==> config.mk <==
export PLATFORM = sky130hd
export DESIGN_NAME = wiscCore
export DESIGN_NICKNAME = d
export VERILOG_FILES = /design/src/hdl/wiscPkg.sv /design/src/hdl/wiscCore.sv /design/src/hdl/pcUnit.sv /design/src/hdl/regFile.sv /design/src/hdl/writeBack.sv /design/src/hdl/apbDataPort.sv /design/src/hdl/aluUnit.sv /design/src/hdl/control.sv
export SDC_FILE = /design/constraint.sdc
export NUM_CORES = 1
export LEC_CHECK = 0
export BUFFER_PORTS_ARGS = -buffer_cell sky130_fd_sc_hd__buf_2
export CORE_ASPECT_RATIO = 1.1
export CORE_MARGIN = 2
export CORE_UTILIZATION = 58
export DETAILED_ROUTE_END_ITERATION = 7
export HOLD_SLACK_MARGIN = 0.08
export PLACE_DENSITY = 0.87
export SYNTH_ARGS = -nofsm -noshare
export SYNTH_HDL_FRONTEND = slang
export SYNTH_SLANG_ARGS = --single-unit
export TNS_END_PERCENT = 20
==> constraint.sdc <==
create_clock -name clk -period 6.6 [get_ports clk]
set_input_delay 0.33 -clock clk [delete_from_list [all_inputs] [get_ports clk]]
set_output_delay 0.33 -clock clk [all_outputs]
set_load 0.1 [all_outputs]
==> src/hdl/wiscPkg.sv <==
package wiscPkg;

    localparam int DataWidth    = 16;
    localparam int NumRegs      = 16;
    localparam int RegAddrWidth = 4;
    localparam int OpcodeWidth  = 4;

    localparam logic [OpcodeWidth-1:0] OpAdd    = 4'd0;
    localparam logic [OpcodeWidth-1:0] OpSub    = 4'd1;
    localparam logic [OpcodeWidth-1:0] OpXor    = 4'd2;
    localparam logic [OpcodeWidth-1:0] OpAnd    = 4'd3;
    localparam logic [OpcodeWidth-1:0] OpSll    = 4'd4;
    localparam logic [OpcodeWidth-1:0] OpSra    = 4'd5;
    localparam logic [OpcodeWidth-1:0] OpRor    = 4'd6;
    localparam logic [OpcodeWidth-1:0] OpPaddsb = 4'd7;
    localparam logic [OpcodeWidth-1:0] OpLw     = 4'd8;
    localparam logic [OpcodeWidth-1:0] OpSw     = 4'd9;
    localparam logic [OpcodeWidth-1:0] OpLlb    = 4'd10;
    localparam logic [OpcodeWidth-1:0] OpLhb    = 4'd11;
    localparam logic [OpcodeWidth-1:0] OpB      = 4'd12;
    localparam logic [OpcodeWidth-1:0] OpBr     = 4'd13;
    localparam logic [OpcodeWidth-1:0] OpPcs    = 4'd14;
    localparam logic [OpcodeWidth-1:0] OpHlt    = 4'd15;

    localparam logic [2:0] CcNe     = 3'd0;
    localparam logic [2:0] CcEq     = 3'd1;
    localparam logic [2:0] CcGt     = 3'd2;
    localparam logic [2:0] CcLt     = 3'd3;
    localparam logic [2:0] CcGe     = 3'd4;
    localparam logic [2:0] CcLe     = 3'd5;
    localparam logic [2:0] CcOv     = 3'd6;
    localparam logic [2:0] CcAlways = 3'd7;

    // Bit positions in the flag register
    localparam int FlagN = 0;
    localparam int FlagV = 1;
    localparam int FlagZ = 2;

endpackage
==> src/hdl/wiscCore.sv <==
`timescale 1ns/1ps

module wiscCore (
    input  logic                          clk,
    input  logic                          rstN,
    output logic [wiscPkg::DataWidth-1:0] instrAddr,
    input  logic [wiscPkg::DataWidth-1:0] instrData,
    output logic [wiscPkg::DataWidth-1:0] paddr,
    output logic                          psel,
    output logic                          penable,
    output logic                          pwrite,
    output logic [wiscPkg::DataWidth-1:0] pwdata,
    input  logic [wiscPkg::DataWidth-1:0] prdata,
    input  logic                          pready,
    output logic                          halted
);

    logic                          regDst;
    logic                          branch;
    logic                          branchReg;
    logic                          memToReg;
    logic                          memRead;
    logic                          aluSrc;
    logic                          memWrite;
    logic                          memHalf;
    logic                          regWrite;
    logic                          pcSave;
    logic [wiscPkg::DataWidth-1:0] rdDataA;
    logic [wiscPkg::DataWidth-1:0] rdDataB;
    logic [wiscPkg::DataWidth-1:0] aluResult;
    logic [2:0]                    flags;
    logic [wiscPkg::DataWidth-1:0] memData;
    logic                          stall;
    logic [wiscPkg::DataWidth-1:0] wrData;
    logic                          wrEn;
    logic [wiscPkg::DataWidth-1:0] pcPlus2;

    control uControl (
        .opcode(instrData[15:12]), .regDst, .branch, .branchReg, .memToReg, .memRead,
        .aluSrc, .memWrite, .memHalf, .regWrite, .pcSave
    );

    regFile uRegFile (
        .clk, .rstN,
        .rdAddrA(instrData[7:4]),                              // rs
        .rdAddrB(regDst ? instrData[3:0] : instrData[11:8]),   // rt or rd
        .rdDataA, .rdDataB,
        .wrAddr (instrData[11:8]),
        .wrData, .wrEn
    );

    aluUnit uAlu (
        .clk, .rstN,
        .opcode(instrData[15:12]),
        .srcA  (rdDataA),
        .srcB  (rdDataB),
        .imm4  (instrData[3:0]),
        .aluSrc, .memRead, .stall, .halted, .aluResult, .flags
    );

    apbDataPort uApb (
        .clk, .rstN, .memRead, .memWrite,
        .addr     (aluResult),
        .storeData(rdDataB),
        .paddr, .psel, .penable, .pwrite, .pwdata, .prdata, .pready,
        .memData, .stall,
        .memDone  ()
    );

    writeBack uWriteBack (
        .opcode  (instrData[15:12]),
        .regWrite, .memToReg, .memHalf, .pcSave, .stall, .aluResult, .memData,
        .oldValue(rdDataB),
        .imm8    (instrData[7:0]),
        .pcPlus2, .wrData, .wrEn
    );

    pcUnit uPc (
        .clk, .rstN,
        .opcode   (instrData[15:12]),
        .branch, .branchReg, .stall,
        .cond     (instrData[11:9]),
        .imm9     (instrData[8:0]),
        .flags,
        .regTarget(rdDataA),
        .pc       (instrAddr),
        .pcPlus2, .halted
    );

endmodule

==> src/hdl/pcUnit.sv <==
`timescale 1ns/1ps

module pcUnit (
    input  logic                          clk,
    input  logic                          rstN,
    input  logic [wiscPkg::OpcodeWidth-1:0] opcode,
    input  logic                          branch,
    input  logic                          branchReg,
    input  logic                          stall,
    input  logic [2:0]                    cond,
    input  logic [8:0]                    imm9,
    input  logic [2:0]                    flags,
    input  logic [wiscPkg::DataWidth-1:0] regTarget,
    output logic [wiscPkg::DataWidth-1:0] pc,
    output logic [wiscPkg::DataWidth-1:0] pcPlus2,
    output logic                          halted
);

    logic                          condMet;
    logic                          isHlt;
    logic [wiscPkg::DataWidth-1:0] nextPc;
    logic                          z;
    logic                          v;
    logic                          n;

    assign z = flags[wiscPkg::FlagZ];
    assign v = flags[wiscPkg::FlagV];
    assign n = flags[wiscPkg::FlagN];

    always_comb begin
        case (cond)
            wiscPkg::CcNe: condMet = ~z;
            wiscPkg::CcEq: condMet = z;
            wiscPkg::CcGt: condMet = ~z & ~n;
            wiscPkg::CcLt: condMet = n;
            wiscPkg::CcGe: condMet = z | ~n;
            wiscPkg::CcLe: condMet = z | n;
            wiscPkg::CcOv: condMet = v;
            default:       condMet = 1'b1;
        endcase
    end

    assign isHlt   = (opcode == wiscPkg::OpHlt);
    assign pcPlus2 = pc + wiscPkg::DataWidth'(2);

    always_comb begin
        if (branch && condMet)
            nextPc = branchReg ? regTarget : pcPlus2 + {{6{imm9[8]}}, imm9, 1'b0};
        else
            nextPc = pcPlus2;
    end

    // PC parks on the HLT word so nothing else gets decoded
    always_ff @(posedge clk or negedge rstN) begin
        if (!rstN)
            pc <= '0;
        else if (!stall && !halted && !isHlt)
            pc <= nextPc;
    end

    always_ff @(posedge clk or negedge rstN) begin
        if (!rstN)
            halted <= 1'b0;
        else if (isHlt)
            halted <= 1'b1; // Sticky until reset
    end

endmodule

==> src/hdl/regFile.sv <==
`timescale 1ns/1ps

module regFile (
    input  logic                             clk,
    input  logic                             rstN,
    input  logic [wiscPkg::RegAddrWidth-1:0] rdAddrA,
    input  logic [wiscPkg::RegAddrWidth-1:0] rdAddrB,
    output logic [wiscPkg::DataWidth-1:0]    rdDataA,
    output logic [wiscPkg::DataWidth-1:0]    rdDataB,
    input  logic [wiscPkg::RegAddrWidth-1:0] wrAddr,
    input  logic [wiscPkg::DataWidth-1:0]    wrData,
    input  logic                             wrEn
);

    logic [wiscPkg::DataWidth-1:0] regs [wiscPkg::NumRegs];

    always_ff @(posedge clk or negedge rstN) begin
        if (!rstN) begin
            for (int i = 0; i < wiscPkg::NumRegs; i++)
                regs[i] <= '0;
        end else if (wrEn && wrAddr != '0) begin
            regs[wrAddr] <= wrData;
        end
    end

    assign rdDataA = (rdAddrA == '0) ? '0 : regs[rdAddrA]; // r0 is hardwired
    assign rdDataB = (rdAddrB == '0) ? '0 : regs[rdAddrB];

endmodule

==> src/hdl/writeBack.sv <==
`timescale 1ns/1ps

module writeBack (
    input  logic [wiscPkg::OpcodeWidth-1:0] opcode,
    input  logic                          regWrite,
    input  logic                          memToReg,
    input  logic                          memHalf,
    input  logic                          pcSave,
    input  logic                          stall,
    input  logic [wiscPkg::DataWidth-1:0] aluResult,
    input  logic [wiscPkg::DataWidth-1:0] memData,
    input  logic [wiscPkg::DataWidth-1:0] oldValue,
    input  logic [7:0]                    imm8,
    input  logic [wiscPkg::DataWidth-1:0] pcPlus2,
    output logic [wiscPkg::DataWidth-1:0] wrData,
    output logic                          wrEn
);

    logic [wiscPkg::DataWidth-1:0] byteMerge;

    // LHB when bit 0 set, else LLB
    assign byteMerge = opcode[0] ? {imm8, oldValue[7:0]} : {oldValue[15:8], imm8};

    assign wrData = memToReg ? memData   :
                    pcSave   ? pcPlus2   :
                    memHalf  ? byteMerge : aluResult;

    assign wrEn = (regWrite | pcSave) & ~stall;

endmodule

==> src/hdl/apbDataPort.sv <==
`timescale 1ns/1ps

module apbDataPort (
    input  logic                          clk,
    input  logic                          rstN,
    input  logic                          memRead,
    input  logic                          memWrite,
    input  logic [wiscPkg::DataWidth-1:0] addr,
    input  logic [wiscPkg::DataWidth-1:0] storeData,
    output logic [wiscPkg::DataWidth-1:0] paddr,
    output logic                          psel,
    output logic                          penable,
    output logic                          pwrite,
    output logic [wiscPkg::DataWidth-1:0] pwdata,
    input  logic [wiscPkg::DataWidth-1:0] prdata,
    input  logic                          pready,
    output logic [wiscPkg::DataWidth-1:0] memData,
    output logic                          stall,
    output logic                          memDone
);

    typedef enum logic [1:0] {Idle, Setup, Access} apbStateT;

    apbStateT state;
    apbStateT phase;

    // Setup overlaps the instruction's first cycle
    always_comb begin
        if (state == Access)
            phase = Access;
        else
            phase = memRead ? Setup : Idle;
    end

    always_ff @(posedge clk or negedge rstN) begin
        if (!rstN)
            state <= Idle;
        else if (phase == Setup)
            state <= Access;
        else if (phase == Access && pready)
            state <= Idle;
    end

    assign psel    = (phase != Idle);
    assign penable = (phase == Access);
    assign pwrite  = psel & memWrite;
    assign paddr   = addr;      // Held stable by the stalled PC
    assign pwdata  = storeData;
    assign memDone = penable & pready;
    assign stall   = psel & ~memDone;
    assign memData = prdata;

endmodule

==> src/hdl/aluUnit.sv <==
`timescale 1ns/1ps

module aluUnit (
    input  logic                          clk,
    input  logic                          rstN,
    input  logic [wiscPkg::OpcodeWidth-1:0] opcode,
    input  logic [wiscPkg::DataWidth-1:0] srcA,
    input  logic [wiscPkg::DataWidth-1:0] srcB,
    input  logic [3:0]                    imm4,
    input  logic                          aluSrc,
    input  logic                          memRead,
    input  logic                          stall,
    input  logic                          halted,
    output logic [wiscPkg::DataWidth-1:0] aluResult,
    output logic [2:0]                    flags
);

    localparam int W = wiscPkg::DataWidth;

    logic [W-1:0] opB;
    logic [W-1:0] sum;
    logic [W-1:0] diff;
    logic [W-1:0] nibbles;
    logic         ovfAdd;
    logic         ovfSub;
    logic         isZero;

    assign opB  = aluSrc ? srcB : {{(W-4){1'b0}}, imm4};
    assign sum  = srcA + opB;
    assign diff = srcA - opB;
    assign ovfAdd = (srcA[W-1] == opB[W-1]) && (sum[W-1] != srcA[W-1]);
    assign ovfSub = (srcA[W-1] != opB[W-1]) && (diff[W-1] != srcA[W-1]);

    always_comb begin
        logic signed [4:0] nibSum;
        for (int i = 0; i < W / 4; i++) begin
            nibSum = $signed({srcA[4*i+3], srcA[4*i+:4]}) + $signed({opB[4*i+3], opB[4*i+:4]});
            if (nibSum > 5'sd7)
                nibbles[4*i+:4] = 4'h7;
            else if (nibSum < -5'sd8)
                nibbles[4*i+:4] = 4'h8;
            else
                nibbles[4*i+:4] = nibSum[3:0];
        end
    end

    always_comb begin
        if (memRead) begin
            aluResult = srcA + {{(W-5){1'b0}}, imm4, 1'b0}; // Word address rs + 2*imm4
        end else begin
            case (opcode)
                wiscPkg::OpAdd:    aluResult = ovfAdd ? {srcA[W-1], {(W-1){~srcA[W-1]}}} : sum;
                wiscPkg::OpSub:    aluResult = ovfSub ? {srcA[W-1], {(W-1){~srcA[W-1]}}} : diff;
                wiscPkg::OpXor:    aluResult = srcA ^ opB;
                wiscPkg::OpAnd:    aluResult = srcA & opB;
                wiscPkg::OpSll:    aluResult = srcA << imm4;
                wiscPkg::OpSra:    aluResult = $signed(srcA) >>> imm4;
                wiscPkg::OpRor:    aluResult = (srcA >> imm4) | (srcA << (W - imm4));
                wiscPkg::OpPaddsb: aluResult = nibbles;
                default:           aluResult = '0;
            endcase
        end
    end

    assign isZero = (aluResult == '0);

    always_ff @(posedge clk or negedge rstN) begin
        if (!rstN) begin
            flags <= '0;
        end else if (!stall && !halted) begin
            case (opcode)
                wiscPkg::OpAdd: begin
                    flags[wiscPkg::FlagZ] <= isZero;
                    flags[wiscPkg::FlagN] <= aluResult[W-1];
                    flags[wiscPkg::FlagV] <= ovfAdd;
                end
                wiscPkg::OpSub: begin
                    flags[wiscPkg::FlagZ] <= isZero;
                    flags[wiscPkg::FlagN] <= aluResult[W-1];
                    flags[wiscPkg::FlagV] <= ovfSub;
                end
                wiscPkg::OpXor, wiscPkg::OpSll, wiscPkg::OpSra, wiscPkg::OpRor:
                    flags[wiscPkg::FlagZ] <= isZero; // Z only
                default: ;
            endcase
        end
    end

endmodule

==> src/hdl/control.sv <==
`timescale 1ns/1ps

module control (
    input  logic [wiscPkg::OpcodeWidth-1:0] opcode,
    output logic regDst,
    output logic branch,
    output logic branchReg,
    output logic memToReg,
    output logic memRead,
    output logic aluSrc,
    output logic memWrite,
    output logic memHalf,
    output logic regWrite,
    output logic pcSave
);

    always_comb begin
        regDst    = 1'b0;
        branch    = 1'b0;
        branchReg = 1'b0;
        memToReg  = 1'b0;
        memRead   = 1'b0;
        aluSrc    = 1'b0;
        memWrite  = 1'b0;
        memHalf   = 1'b0;
        regWrite  = 1'b0;
        pcSave    = 1'b0;
        case (opcode)
            wiscPkg::OpAdd, wiscPkg::OpSub, wiscPkg::OpXor, wiscPkg::OpAnd,
            wiscPkg::OpPaddsb: begin
                regDst   = 1'b1; // Second operand is rt
                aluSrc   = 1'b1;
                regWrite = 1'b1;
            end
            wiscPkg::OpSll, wiscPkg::OpSra, wiscPkg::OpRor: begin
                regDst   = 1'b1;
                regWrite = 1'b1; // Shift amount from imm4
            end
            wiscPkg::OpLw: begin
                memRead  = 1'b1;
                memToReg = 1'b1;
                regWrite = 1'b1;
            end
            wiscPkg::OpSw: begin
                memRead  = 1'b1; // Also set for stores
                memWrite = 1'b1;
            end
            wiscPkg::OpLlb, wiscPkg::OpLhb: begin
                memHalf  = 1'b1; // Old rd value read on port B
                regWrite = 1'b1;
            end
            wiscPkg::OpB: begin
                branch = 1'b1;
            end
            wiscPkg::OpBr: begin
                branch    = 1'b1;
                branchReg = 1'b1;
            end
            wiscPkg::OpPcs: begin
                pcSave = 1'b1;
            end
            default: ; // HLT decodes to no strobes
        endcase
    end

endmodule

==> results of run 1 <==
## logic make-up after synthesis
kind of cell | count (synthesis)
compound gates | 779
xor+xnor | 57
fa+ha+maj | 64
buf+inv | 284
flops | 277
mux | 345
simple gates | 815
## stage by stage
| stage | utilization [%] | hold slack, ps | cell area (µm²) |
|---|---|---|---|
| 3_3_place_gp | 66.68 | 364.1 | 26000 |
| 3_5_place_dp | 66.68 | 363.5 | 26000 |
| 2_1_floorplan | - | 34.41 | 23180 |
| 4_1_cts | 69.44 | 166.1 | 27070 |
## cells in the mapped netlist (51+ instances only)
library cell and instances:
dfrtp_1 277, o21ai_0 197, mux2i_1 161, a21oi_1 173
inv_1 71, mux4_2 68, clkbuf_1 153, a22oi_1 51
nor2_1 204, ha_1 51, nand3_1 66, nand2_1 324
nor3_1 51, mux2_2 110
## layer usage
metal | global-route usage, % | overflow
met5 | 14.76 | 0
met4 | 68.36 | 22
met3 | 50.25 | 0
met2 | 88.68 | 24
met1 | 73.18 | 0
## timing repair
action,4_1_cts
hold buffers,2
hold endpoints to repair,97
buffers inserted,4
pin swaps,3
endpoints found under the setup margin,43
resized for setup,26
==> results.md, run 1 <==
- Status: aborted with a tool error
- Last stage: global routing (5_1_grt)
- Run Error: [ERROR GRT-0232] Routing congestion too high. Check the congestion heatmap in the GUI.
- Placed Cells: 3,339
- Root Driver: clkbuf_16
- Die Height: 212.0 µm
- Synth async-reset ratio: 100.0%
- Synth Cell Area: 22,820 µm²
- Syn Nets: about 2,700
- Top FF cell, synth: dfrtp_1
- Io pins: 87
- PortBufs: 86
- Post-Synth XOR/XNOR Area: 2.188%
- Main combinational cell family by area after synthesis: compound AO/OA/AOI/OAI gates
- Largest net degree at the start of global routing: 182
- Post-GRT worst EP: paddr[10]
- GP Congestion: 1.203
- Initial Utilization: 58.54%
- Number of synthesized flops with an enable pin: 0
- Max Root-Sink Buffers: 3
- Synth top area share: 30.37%
- Mux cell area share after synthesis: 19.58%
- Yosys reg bits: 277
- Cells after Synth: 2,621
- Clock sink total: around 280
- Warnings, synthesis: 0
- Syn avg cell area: 8.707 µm²
- Area share of fa/ha/maj cells after synthesis: approximately 3.7%
- Post-Synth Simple-Gate Area: 16.39%
- # rows: between 70 and 80
- Placed wire-length estimate: 84.80 mm
- Post-synth cell types: 103
- CTS Buf Count: 28
- Post-place setup slack: -843.7 ps
- Remaining global-route overflow: 46
- Post-synthesis sequential area ratio: 30.37%
- Post-synthesis compound-gate area fraction: 22.38%
- Synth area leaders: dfrtp_1 (30%), mux2i_1 (7.1%), mux4_2 (6.7%), mux2_2 (5.4%), nand2_1 (5.3%)
- Die W: 193.1 µm
- H-tree Lvls: 1
- Worst endpoint type: top-level output
- Area leader, netlist: dfrtp_1
- GRT Total Usage: 70.38%
==> run 2: changes to the inputs <==
Settings changed: CORE_ASPECT_RATIO 1.1 to unset, CORE_UTILIZATION 58 to 40, HOLD_SLACK_MARGIN 0.08 to unset, PLACE_DENSITY 0.87 to unset, PLACE_DENSITY_LB_ADDON set to 0.15.
Clock period 6.6 ns to 8.6 ns, I/O delays scaled along.
==> results.md, run 2 <==
- Fin crit period: approximately 8000 ps
- Actual slew at the worst max-slew pin: 1228 ps
- Post-synthesis sequential area ratio: 30.37% (unchanged)
- Unrepaired setup endpoints after global routing: false
- Syn avg cell area: 8.707 µm² (unchanged)
- Drc violations: 0
- Achievable Freq: 0.1250 GHz
- Clock Pin Slew Worst Setup and Hold Paths: 60 ps
- Post-Route WL: 114.9 mm
- Skew-Pair Late Insertion Delay: a little under 600 ps
- Slew Viols, Final: 0
- Cells after Synth: 2,621 (unchanged)
- WHS Path Cells: 2
- Pwr/cell area: a little under 300 nW/µm²
- Antenna violations before repair: 2
- Layout cells sized above 1: 20.34%
- Synth area leaders: dfrtp_1 (30%), mux2i_1 (7.1%), mux4_2 (6.7%), mux2_2 (5.4%), nand2_1 (5.3%) (unchanged)
- Critical Path RT: 8170 ps
- Full die area: 58,980 µm²
- Yosys reg bits: 277 (unchanged)
- TritonCTS clock tree: yes
- Largest net degree at the start of global routing: between 150 and 200
- Most flops, register: uRegFile.regs
- Final instance area: 25,910 µm²
- Via count: approximately 23,000
- Top FF cell, synth: dfrtp_1 (unchanged)
- Clock sink total: 277 (unchanged)
- Area Overhead vs Synth: 13.55%
- Slowest cell on the critical path: mux2i_4
- Critical path depth in cells: 27
- Root Driver: clkbuf_16 (unchanged)
- Most frequent cells in the layout: nand2_1 (322), dfrtp_1 (277), nor2_1 (203), o21ai_0 (193), a21oi_1 (169)
- Placed wire-length estimate: 86.53 mm (was 84.80 mm)
- Synth top area share: 30.37% (unchanged)
- First-pass GRT wire length: 164.1 mm
- CTS Buf Count: 31 (was 28)
- Crit path max-delay family: compound AO/OA/AOI/OAI gates
- Fillers: 5,595
- Area after DPL: 24,830 µm² (was 26,000 µm²)
- Drt pass-1 iters: 6
- Slowest Stage Delay on Critical Path: 670 ps
- Max Root-Sink Buffers: 3 (unchanged)
- Drt wl/cell: 33.12 µm
- Most frequent cell after synthesis: nand2_1 (unchanged)
- Setup bufs post-CTS: 0 (was 4)
- Number of synthesized flops with an enable pin: 0 (unchanged)
- GRT Total Usage: 38.23%
- Total chip power: between 7 and 8 mW
- Syn Nets: 2,715 (unchanged)
- Io pins: 87 (unchanged)
- Worst IR Drop VDD: 220.1 µV
- CP Capture Type: primary output
- R2R cell count: 29
- Leading cell types by count after synthesis: nand2_1 (324), dfrtp_1 (277), nor2_1 (204) (unchanged)
- Area leader, netlist: dfrtp_1 (unchanged)
- Critical path peak fanout: 13
- PortBufs: 86 (unchanged)
- Core Region: around 56,000 µm²
- 1st-iter DRT viols: ~2,300
- Nets: between 2,000 and 3,000
- Vias/cell: 6.631
- Final-report hold violation count: 0
- Post-synth cell types: 103 (unchanged)
- Die W: 242.9 µm (was 193.1 µm)
- Setup CP Type: in2out
- Most common cell after layout, fill and taps aside: nand2_1
- CP Launch Type: input port
- Post-layout util: between 40% and 50%
- Die Height: 242.9 µm (was 212.0 µm)
- Leakage dissipation: approximately 11 nW
- Hold Slack: 55.05 ps
- Hold crit path type: in2reg
- Detail Route Antenna Nets: 0
- Maximum Capacitance Violations: 0
- GP Congestion: 1.017 (was 1.203)
- Biggest regs: uRegFile.regs: 256 flops, uPc.pc: 16 flops, uAlu.flags: 3 flops
- Synth async-reset ratio: 100.0% (unchanged)
- ANT cells: 0
- Setup tns final: 0 ps
- Vias in the first global route: 22,220
- Max reg flops: 256
- Status: complete, no violations (was aborted with a tool error)
- CP bufs+invs: 5
- Initial Utilization: 40.47% (was 58.54%)
- Warnings, synthesis: 0 (unchanged)
- H-tree Lvls: 1 (unchanged)
- Final Cycle Share: 93.05%
- Synth Cell Area: 22,820 µm² (unchanged)
- Data arrival time of the critical path: 7570 ps
- R2R Setup Slk: 1110 ps
- Resized cells post-CTS: 0 (was 26)
- Clock skew: 24.62 ps
- Relative slew margins: 16.00%
- Remaining global-route overflow: 0
- Final Setup Violations: 0
- # rows: 87 (was 76)
[run 2: cell counts after synthesis]
Identical to the previous run, type by type.
[run 2: worst paths after layout]
path	from	end
min in group asynchronous	rstN	uRegFile.regs[83]
min	pready	uApb.state[1]
max reg2reg	uRegFile.regs[34]	uRegFile.regs[146]
max in group asynchronous	rstN	uPc.pc[6]
max	instrData[15]	paddr[1]
min reg2reg	uRegFile.regs[244]	uRegFile.regs[244]
[run 2: cell type report]
| type | instances | area [µm²] | share of cell area, % |
|---|---|---|---|
| Multi-Input combinational cell | 2060 | 14850 | 57.31 |
| Clock inverter | 20 | 247.7 | 0.9560 |
| Timing Repair Buffer | 243 | 1819 | 7.020 |
| Inverter | 77 | 289.0 | 1.115 |
| Sequential cell | 277 | 6932 | 26.75 |
| Tap cell | 756 | 945.9 | 3.650 |
| Clock buffer | 37 | 828.3 | 3.196 |
[run 2: per-stage QoR]
step	std cells	setup slack, ps
after floorplan	2621	13.16
after CTS	3470	731.9
after global placement	3412	481.9
after global routing	3470	294.5
final	3470	597.3
after detailed placement	3412	441.8
[run 2: cell families after synthesis]
kind of cell             after synthesis  synth area share, %
buffers and inverters                284                5.362
AO/OA/AOI/OAI                        779                22.38
multiplexers                         345                19.58
adder cells (fa/ha/maj)               64                3.717
flip-flops                           277                30.37
AND/OR/NAND/NOR                      815                16.39
XOR/XNOR                              57                2.187
[run 2: timing repair]
action                                  CTS  global route
endpoints found under the setup margin    0             0
hold endpoints to repair                110             0
hold buffers                              1             0
[run 2: worst reg2reg max path: cells and delay by family (launching register included)]
family / cells / cell delay, ps
compound gates: 15 / 3340
fa+ha+maj: 2 / 690
buf+inv: 4 / 640
flops: 1 / 410
mux: 1 / 460
simple gates: 7 / 1810
[run 2: where the power goes]
part           total, mW  leakage [nW]  switching [mW]  internal (mW)
Combinational       4.06          7.25            2.64           1.42
Sequential          2.17          3.55           0.414           1.75
Clock               1.43         0.527           0.588          0.838
Total               7.65          11.3            3.64           4.01
[run 2: per-layer routing]
metal | GRT usage (%) | vias up | share of wire [%] | wire length [µm]
li1 | - | 9860 | - | -
met1 | 48.50 | 11620 | 39 | 45330
met2 | 61.71 | 1210 | 46 | 52570
met3 | 5.451 | 319 | 7.4 | 8507
met4 | 23.46 | 2 | 7.4 | 8514
met5 | 0 | - | 0.011 | 13
(Power assumes the default switching activity.)
